`config.mk`:
```
export PLATFORM = sky130hd
export DESIGN_NAME = adc_front_top
export DESIGN_NICKNAME = d
export VERILOG_FILES = /design/src/adc_front_pkg.sv /design/src/adc_ctrl_if.sv /design/src/adc_reg_decode.sv /design/src/adc_level_trigger.sv /design/src/adc_gain_pwm.sv /design/src/adc_front_top.sv
export SDC_FILE = /design/constraint.sdc
export NUM_CORES = 1
export LEC_CHECK = 0
export BUFFER_PORTS_ARGS = -buffer_cell sky130_fd_sc_hd__buf_2
export CORE_ASPECT_RATIO = 0.9
export CORE_MARGIN = 2
export CORE_UTILIZATION = 40
export CTS_BUF_LIST = sky130_fd_sc_hd__clkbuf_8
export DETAILED_ROUTE_END_ITERATION = 12
export GPL_TIMING_DRIVEN = 0
export PLACE_DENSITY = 0.66
export SLEW_MARGIN = 20
export SYNTH_ARGS = -nofsm -noshare
export SYNTH_HDL_FRONTEND = slang
export SYNTH_SLANG_ARGS = --single-unit
export TNS_END_PERCENT = 10
```
`constraint.sdc`:
```
create_clock -name clk_usb -period 3 [get_ports clk_usb]
set_input_delay 0.15 -clock clk_usb [delete_from_list [all_inputs] [get_ports clk_usb]]
set_output_delay 0.15 -clock clk_usb [all_outputs]
set_load 0.005 [all_outputs]
```
`src/adc_front_pkg.sv`:
```
package adc_front_pkg;

   // datapath widths
   localparam int SAMPLE_W   = 12;
   localparam int REG_W      = 8;
   localparam int ADDR_W     = 3;
   localparam int LEVEL_HI_W = SAMPLE_W - REG_W;  // level bits above the low byte

   typedef logic [SAMPLE_W-1:0] sample_t;
   typedef logic [REG_W-1:0]    reg_byte_t;

   // register map on the wishbone slave
   typedef enum logic [ADDR_W-1:0] {
      REG_GAIN     = 3'd0,  // pwm increment
      REG_LEVEL_LO = 3'd1,  // level 7:0
      REG_LEVEL_HI = 3'd2,  // level 11:8 in data 3:0
      REG_SETTINGS = 3'd3,  // bit0 arm, bit1 source_adc
      REG_STATUS   = 3'd4   // read only, bit0 armed, bit1 fired
   } reg_addr_e;

   // decoded bus cycle
   typedef enum logic [1:0] {
      OP_IDLE  = 2'd0,
      OP_READ  = 2'd1,
      OP_WRITE = 2'd2
   } bus_op_e;

   // single shot level trigger
   typedef enum logic [1:0] {
      TRIG_IDLE  = 2'd0,
      TRIG_ARMED = 2'd1,
      TRIG_FIRED = 2'd2
   } trig_state_e;

endpackage

```
`src/adc_ctrl_if.sv`:
```
`timescale 1ns/1ps

interface adc_ctrl_if;
   import adc_front_pkg::*;

   reg_byte_t gain;        // pwm increment
   sample_t   level;       // trigger level, bit 11 picks polarity
   logic      arm;         // settings bit 0
   logic      source_adc;  // 1 = adc input, 0 = ramp
   logic      armed;
   logic      fired;

   modport decode_mp (
      output gain, level, arm, source_adc,
      input  armed, fired
   );

   modport trigger_mp (
      input  level, arm, source_adc,
      output armed, fired
   );

   modport pwm_mp (
      input gain, armed
   );

endinterface

```
`src/adc_reg_decode.sv`:
```
`timescale 1ns/1ps

module adc_reg_decode (
   input  logic                             clk_usb,
   input  logic                             reset,
   input  logic                             wb_cyc_i,
   input  logic                             wb_stb_i,
   input  logic                             wb_we_i,
   input  logic [adc_front_pkg::ADDR_W-1:0] wb_adr_i,
   input  adc_front_pkg::reg_byte_t         wb_dat_i,
   output adc_front_pkg::reg_byte_t         wb_dat_o,
   output logic                             wb_ack_o,
   adc_ctrl_if.decode_mp                    ctrl
);
   import adc_front_pkg::*;

   bus_op_e         bus_op;
   reg_addr_e       reg_addr;
   reg_byte_t       read_data;
   reg_byte_t       gain_q;
   sample_t         level_q;
   logic [1:0]      settings_q;  // {source_adc, arm}

   // a request is cyc and stb; only taken while ack is low
   always_comb begin
      reg_addr = reg_addr_e'(wb_adr_i);
      if (wb_cyc_i && wb_stb_i && !wb_ack_o) begin
         bus_op = wb_we_i ? OP_WRITE : OP_READ;
      end else begin
         bus_op = OP_IDLE;
      end
   end

   // read-back mux
   always_comb begin
      read_data = '0;
      case (reg_addr)
         REG_GAIN:     read_data = gain_q;
         REG_LEVEL_LO: read_data = level_q[REG_W-1:0];
         REG_LEVEL_HI: read_data = {{(REG_W-LEVEL_HI_W){1'b0}}, level_q[SAMPLE_W-1:REG_W]};
         REG_SETTINGS: read_data = {{(REG_W-2){1'b0}}, settings_q};
         REG_STATUS:   read_data = {{(REG_W-2){1'b0}}, ctrl.fired, ctrl.armed};
         default:      read_data = '0;  // unmapped reads zero
      endcase
   end

   // register writes land on the same edge that raises ack
   always_ff @(posedge clk_usb) begin
      if (reset) begin
         gain_q     <= '0;
         level_q    <= '0;
         settings_q <= '0;
      end else if (bus_op == OP_WRITE) begin
         case (reg_addr)
            REG_GAIN:     gain_q <= wb_dat_i;
            REG_LEVEL_LO: level_q[REG_W-1:0] <= wb_dat_i;
            REG_LEVEL_HI: level_q[SAMPLE_W-1:REG_W] <= wb_dat_i[LEVEL_HI_W-1:0];
            REG_SETTINGS: settings_q <= wb_dat_i[1:0];
            default: ;  // status and unmapped ignore writes
         endcase
      end
   end

   // one cycle ack, never back to back
   always_ff @(posedge clk_usb) begin
      if (reset) begin
         wb_ack_o <= 1'b0;
      end else begin
         wb_ack_o <= (bus_op != OP_IDLE);
      end
   end

   always_ff @(posedge clk_usb) begin
      if (bus_op == OP_READ) begin
         wb_dat_o <= read_data;  // valid while ack is high
      end
   end

   assign ctrl.gain       = gain_q;
   assign ctrl.level      = level_q;
   assign ctrl.arm        = settings_q[0];
   assign ctrl.source_adc = settings_q[1];

endmodule

```
`src/adc_level_trigger.sv`:
```
`timescale 1ns/1ps

module adc_level_trigger (
   input  logic                   clk_usb,
   input  logic                   reset,
   input  adc_front_pkg::sample_t adc_data_i,
   input  logic                   adc_valid_i,
   output adc_front_pkg::sample_t sample_data_o,
   output logic                   sample_valid_o,
   output logic                   trigger_adc_o,
   adc_ctrl_if.trigger_mp         ctrl
);
   import adc_front_pkg::*;

   trig_state_e state_q;
   sample_t     ramp_q;      // internal test pattern
   sample_t     dly_pre;     // first resample stage
   sample_t     dly_out;     // second stage seen by consumer and trigger
   logic        arm_q;
   logic        arm_rise;
   logic        level_hit;

   // two stage resampling delay that moves only on valid strobes
   always_ff @(posedge clk_usb) begin
      if (adc_valid_i) begin
         dly_pre <= ctrl.source_adc ? adc_data_i : ramp_q;
         dly_out <= dly_pre;
      end
   end

   always_ff @(posedge clk_usb) begin
      if (reset) begin
         ramp_q         <= '0;
         sample_valid_o <= 1'b0;
      end else begin
         sample_valid_o <= adc_valid_i;
         if (adc_valid_i) begin
            ramp_q <= ramp_q + sample_t'(1);
         end
      end
   end

   assign sample_data_o = dly_out;

   always_comb begin
      arm_rise = ctrl.arm && !arm_q;
      // level bit 11 set fires above the level and clear fires below
      if (ctrl.level[SAMPLE_W-1]) begin
         level_hit = (dly_out > ctrl.level);
      end else begin
         level_hit = (dly_out < ctrl.level);
      end
   end

   always_ff @(posedge clk_usb) begin
      if (reset) begin
         state_q       <= TRIG_IDLE;
         arm_q         <= 1'b0;
         trigger_adc_o <= 1'b0;
      end else begin
         arm_q         <= ctrl.arm;
         trigger_adc_o <= 1'b0;  // single cycle pulse
         case (state_q)
            TRIG_ARMED: begin
               if (adc_valid_i && level_hit) begin
                  state_q       <= TRIG_FIRED;
                  trigger_adc_o <= 1'b1;
               end
            end
            default: begin
               // idle and fired both wait for the next arm edge
               if (arm_rise) begin
                  state_q <= TRIG_ARMED;
               end
            end
         endcase
      end
   end

   assign ctrl.armed = (state_q == TRIG_ARMED);
   assign ctrl.fired = (state_q == TRIG_FIRED);

endmodule

```
`src/adc_gain_pwm.sv`:
```
`timescale 1ns/1ps

module adc_gain_pwm (
   input  logic       clk_usb,
   input  logic       reset,
   output logic       amp_gain_o,
   output logic       led_armed_o,
   adc_ctrl_if.pwm_mp ctrl
);
   import adc_front_pkg::*;

   logic [REG_W:0] pwm_acc;  // carry sits in the top bit

   // first order accumulator, carry density = gain / 256
   always_ff @(posedge clk_usb) begin
      if (reset) begin
         pwm_acc <= '0;
      end else begin
         pwm_acc <= {1'b0, pwm_acc[REG_W-1:0]} + {1'b0, ctrl.gain};
      end
   end

   assign amp_gain_o = pwm_acc[REG_W];

   always_ff @(posedge clk_usb) begin
      if (reset) begin
         led_armed_o <= 1'b0;
      end else begin
         led_armed_o <= ctrl.armed;  // one cycle behind status
      end
   end

endmodule

```
`src/adc_front_top.sv`:
```
`timescale 1ns/1ps

module adc_front_top (
   input  logic                             clk_usb,
   input  logic                             reset,
   input  logic                             wb_cyc_i,
   input  logic                             wb_stb_i,
   input  logic                             wb_we_i,
   input  logic [adc_front_pkg::ADDR_W-1:0] wb_adr_i,
   input  adc_front_pkg::reg_byte_t         wb_dat_i,
   output adc_front_pkg::reg_byte_t         wb_dat_o,
   output logic                             wb_ack_o,
   input  adc_front_pkg::sample_t           adc_data_i,
   input  logic                             adc_valid_i,
   output adc_front_pkg::sample_t           sample_data_o,
   output logic                             sample_valid_o,
   output logic                             trigger_adc_o,
   output logic                             amp_gain_o,
   output logic                             led_armed_o,
   output logic                             led_capture_o
);

   adc_ctrl_if ctrl_bus ();

   adc_reg_decode u_decode (
      .clk_usb  (clk_usb),
      .reset    (reset),
      .wb_cyc_i (wb_cyc_i),
      .wb_stb_i (wb_stb_i),
      .wb_we_i  (wb_we_i),
      .wb_adr_i (wb_adr_i),
      .wb_dat_i (wb_dat_i),
      .wb_dat_o (wb_dat_o),
      .wb_ack_o (wb_ack_o),
      .ctrl     (ctrl_bus.decode_mp)
   );

   adc_level_trigger u_trigger (
      .clk_usb        (clk_usb),
      .reset          (reset),
      .adc_data_i     (adc_data_i),
      .adc_valid_i    (adc_valid_i),
      .sample_data_o  (sample_data_o),
      .sample_valid_o (sample_valid_o),
      .trigger_adc_o  (trigger_adc_o),
      .ctrl           (ctrl_bus.trigger_mp)
   );

   adc_gain_pwm u_pwm (
      .clk_usb     (clk_usb),
      .reset       (reset),
      .amp_gain_o  (amp_gain_o),
      .led_armed_o (led_armed_o),
      .ctrl        (ctrl_bus.pwm_mp)
   );

   assign led_capture_o = ctrl_bus.fired;  // capture led shows the fired state

endmodule

```
# Yosys cells after proc, flatten, opt, wreduce, memory -nomap -nowiden
# Index checks and enable logic that the tools add are counted.
[word_totals]
register_bits = 82
in_bits = 29
output_inout_bits = 26
word_cells = 53
[op_classes]
add_sub_neg = 2
n_lt_le_gt_ge = 2
eq_ne = 9
muxes = 9
n_bitwise = 1
n_reduce_logical = 15
[op_table]
columns = ["op", "count"]
rows = [
  ["$pmux 8 s5", 1],
  ["$add 12x1->12 const B", 1],
  ["$gt 12x12->1", 1],
  ["$lt 12x12->1", 1],
  ["$mux 12", 1],
  ["$mux 2", 5],
  ["$reduce_and 2->1", 5],
  ["$add 8x8->9", 1],
  ["$eq 3x2->1 const B", 2],
  ["$eq 2x1->1 const B", 2],
  ["$eq 2x2->1 const B", 2],
  ["$logic_and 1x1->1", 4],
  ["$reduce_bool 2->1", 2],
  ["$eq 3x1->1 const B", 1],
  ["$eq 3x3->1 const B", 1],
  ["$logic_not 3->1", 1],
  ["$logic_not 1->1", 2],
  ["$mux 1", 2],
  ["$ne 2x1->1 const B", 1],
  ["$reduce_or 2->1", 1],
  ["$not 1->1", 1],
]

# Longest topological paths before layout
[depth]
word_depth = 5
ltp_mapped = 9
ltp_nobuf = 9

# Hierarchy
# From an unflattened synthesis, not the netlist that was laid out.
[hier_totals]
hier_cells = 340
area_unflattened_um2 = 3823.7
[by_module_without_submodules]
columns = ["mod", "instances", "cells_each", "area_per_inst_um2", "seq_area_each_um2"]
rows = [
  ["adc_level_trigger", 1, 158, 1866.8, 1061.0],
  ["adc_reg_decode", 1, 126, 1416.4, 700.7],
  ["adc_gain_pwm", 1, 56, 540.5, 200.2],
]

# Worst setup path before layout
# No wires, ideal clock.
[synth_timing]
path_kind = "flip-flop to flip-flop"
startpoint = "register u_trigger.dly_out[9] (netlist: u_trigger.sample_data_o[9])"
endpoint = "register u_trigger.state_q[0]"
setup_ns = 0.091
t_arrival_ns = 1.938
required_time_ns = 2.909
setup_slack_ns = 0.971
stages_incl_launch_ff = 8
n_path_buf = 0
synth_period_minus_slack_ns = 2.029
cell_sequence = "edfxtp_1 > ha_1 > a21o_1 > a21oi_2 > nor2b_1 > or4_4 > mux2i_1 > a311oi_1"
[synth_via]
elab_chain_cells = 5
word_cells_on_any_way = 6
cone_classes = "order compare (2); eq/ne (1); mux (1); reduce/logical (2)"
[synth_rtl]
columns = ["item", "line_no", "source"]
rows = [
  ["start: declaration", "adc_level_trigger.sv:18", "sample_t dly_out;"],
  ["start signal: assignment", "adc_level_trigger.sv:27", "dly_out <= dly_pre;"],
  ["$lt 12x12->1 or $gt 12x12->1 (tied branches)", "adc_level_trigger.sv:51, adc_level_trigger.sv:49", ""],
  ["$mux 1 *", "adc_level_trigger.sv:48", "if (ctrl.level[SAMPLE_W-1]) begin"],
  ["$logic_and 1x1->1 *", "adc_level_trigger.sv:65", "if (adc_valid_i && level_hit) begin"],
  ["$ne 2x1->1 (no line) *", "--", ""],
  ["$reduce_and 2->1 (no line) *", "--", ""],
  ["end signal: assignment", "adc_level_trigger.sv:57", "state_q <= TRIG_IDLE;"],
  ["end signal: assignment", "adc_level_trigger.sv:66", "state_q <= TRIG_FIRED;"],
  ["end signal: assignment", "adc_level_trigger.sv:73", "state_q <= TRIG_ARMED;"],
  ["end: declaration", "adc_level_trigger.sv:15", "trig_state_e state_q;"],
]
# Every way passes the cells marked *; elsewhere a longest branch is shown, timed or not.
# A chain may end at the register's enable or synchronous reset.

# Worst setup path in the final report
# Same ends and word-level chain as after synthesis.

==> metrics.yaml <==
yosys:
  synth_area_um2: 3660
  yosys-top-cells-area: "dfxtp_1 (27%), edfxtp_1 (26%), mux2i_1 (7.7%)"
  yosysSeqAreaShare: 0.536
  ys_warn_count: 0
  syn_area_per_cell_um2: 11.2
  synth_edf_count: 32
  syn_inst: 328
  yosysTopAreaCell: "dfxtp_1"
  ys.flop_type: "dfxtp_1"
  async_reset_ff_frac: 0
  synth.distinct_cells: 42
  synth_nets: 379
  yosysMostFrequentCell: "dfxtp_1"
  synth_top_area_frac: 0.273
  synth_commonest_cells: "dfxtp_1 (50), nor2_1 (45), edfxtp_1 (32)"
  synth-seq-cells: 82
cts:
  post_cts_resized: 0
  clock_path_buffers: 2
  h-tree-depth: 3
  holdBufCountCts: 0
  cts_buffers: 9
  clk_pin_slew_ns: 0.08
  cts_setup_buffers: 0
  ctsRootBufferMaster: "clkbuf_8"
  tritoncts: "yes"
  numClockSinks: 82
  clock_latency_ns: 0.35
critical_path:
  critPathSlowestCell: "or4_4"
  max_stage_delay_ns: 0.50
  path_buf_inv: 0
  arrival_ns: 2.49
  crit_type: "flop to flop"
  crit_chain: "ha_1 > a21o_1 > a21oi_2 > nor2b_1 > or4_4 > mux2i_1 > a311oi_1"
  end_kind: "flop"
  cpLargestDelayFamily: "simple AND/OR/NAND/NOR gates"
  crit_fanout: 3
  cp-start-kind: "flop"
  required_ns: 3.21
global_route:
  grt_max_degree: 26
  grt_overflow: 0
  antenna_found_initial: 0
  grt_pass1_wl_mm: 11.8
  track_usage: 0.158
  grt_pass1_vias: 2372
die:
  dieArea_um2: 9940
  start_util: 0.407
  die_w_um: 105
  die_y_um: 94.8
  core-area_um2: 9000
  ios: 55
  rows: 33
route:
  drcViolationCount: 0
  antenna_left: 0
  via_per_inst: 4.89
  vias: 2538
  wirelength_mm: 7.62
  first_iter_violations: 116
  wl_per_cell_um: 14.7
  first_pass_iters: 5
place:
  dp_hpwl_mm: 5.60
  dpl.cell_count: 503
  place_congestion: 0.828
  numPortBuffers: 53
sta:
  hold_viol_final: 0
  rsz0062_at_grt: "no"
  maxSlewViolCount: 0
  finalSetupViolCount: 0
  finalClockSkew_ns: 0.0128
  slew_headroom: 0.537
  tightest_slew_ns: 0.695
  fin_crit_sh: 0.760
  period_needed_ns: 2.28
  fmax_mhz: 438
  finalSetupTns_ns: 0
finish:
  final_cell_count_no_fill: 519
  final_nets: 443
  n_antenna_cell: 0
  final_util: 0.473
  drive_above_1_share: 0.222
  nFillCells: 878
  area_delta_synth_final_pct: 16.2
run:
  cap_violations: 0
power:
  power_density_nw_per_um2: 478
  vdd.ir_drop.worst_uv: 270
  leakagePower_nw: 1.75
hold_path:
  hold_class: "primary input to flop"
run_status:
  run_status: "completed"
==> area by class of cell <==
type,count,area (um^2),share of cell area
buffer,11,43.8,0.0103
clock buffer,11,151,0.0356
clock inverter,5,22.5,0.00529
inverter,19,71.3,0.0168
multi-input combinational,216,1590,0.373
sequential,82,1960,0.461
tap,122,153,0.0359
timing repair buffer,53,265,0.0623
==> power by group <==
group	leakage, nW	internal [W]	switching [W]
registers	0.718	0.00118	0.0000146
clock network	0.103	0.000337	0.000372
logic	0.924	0.0000546	0.0000750
==> routing by layer <==
| layer | GRT usage | wire, um | up-vias |
|---|---|---|---|
| met4 | 0.0633 | 42 | 0 |
| met5 | 0 | 0 | - |
| met2 | 0.249 | 3490 | 69 |
| met1 | 0.207 | 3640 | 1186 |
| li1 | - | - | 1281 |
| met3 | 0.0449 | 447 | 2 |
==> through the flow <==
step                total power (W)  hold slack (ns)  cell area, um^2  setup WS [ns]
finish                      0.00203           0.0244             4260          0.719
global route                0.00211           0.0212             4260          0.626
CTS                         0.00206          0.00997             4260          0.727
detailed placement          0.00135            0.376             4080          0.752
global placement            0.00135            0.371             4080          0.766
floorplan                   0.00129            0.229             3660          0.971
==> layout by cell type, fill, tap and decap left out, types with 2 or more instances in the layout <==
master,instances
a211oi_1,2
a21o_1,3
a21oi_1,13
and3_1,3
buf_1,4
buf_2,55
clkbuf_1,5
clkbuf_8,11
dfxtp_1,50
edfxtp_1,32
ha_1,21
inv_1,22
mux2_2,14
mux2i_1,28
mux4_2,2
nand2_1,15
nand2b_1,2
nand3_1,4
nand4_1,6
nor2_1,45
nor2b_1,12
nor3_1,10
o21ai_0,4
o21ai_1,2
or3_1,3
xnor2_1,3
xor2_1,8
==> kinds of logic after synthesis <==
family                   synth area share
AND/OR/NAND/NOR                     0.141
XOR/XNOR                           0.0263
multiplexers                        0.132
flip-flops                          0.536
AO/OA/AOI/OAI                      0.0567
buffers and inverters              0.0314
adder cells (fa/ha/maj)            0.0772
==> registers in the layout (all words and copies together), names as in the netlist <==
| register | flops |
|---|---|
| u_trigger.arm_q | 1 |
| u_trigger.state_q | 2 |
| u_decode.wb_ack_o | 1 |
| u_pwm.pwm_acc | 9 |
| u_decode.settings_q | 2 |
| u_trigger.sample_valid_o | 1 |
| u_decode.ctrl.level | 12 |
| u_trigger.trigger_adc_o | 1 |
| u_trigger.ramp_q | 12 |
| u_pwm.led_armed_o | 1 |
| u_decode.ctrl.gain | 8 |
| u_trigger.dly_pre | 12 |
| u_trigger.sample_data_o | 12 |
| u_decode.wb_dat_o | 8 |
==> path summary, 6_finish.rpt <==
kind                                                 to  cells past startpoint                                 start  slack [ns]
setup / recovery      u_trigger.state_q[0]$_SDFFE_PP0P_                      7  u_trigger.sample_data_o[9]$_DFFE_PP_        0.72
hold / removal      u_trigger.sample_valid_o$_SDFF_PP0_                      2                                 reset        0.02
setup reg to reg      u_trigger.state_q[0]$_SDFFE_PP0P_                      7  u_trigger.sample_data_o[9]$_DFFE_PP_        0.72
hold reg to reg   u_trigger.sample_data_o[10]$_DFFE_PP_                      0       u_trigger.dly_pre[10]$_DFFE_PP_        0.41
No activity file was read; power rests on OpenSTA's default activity.
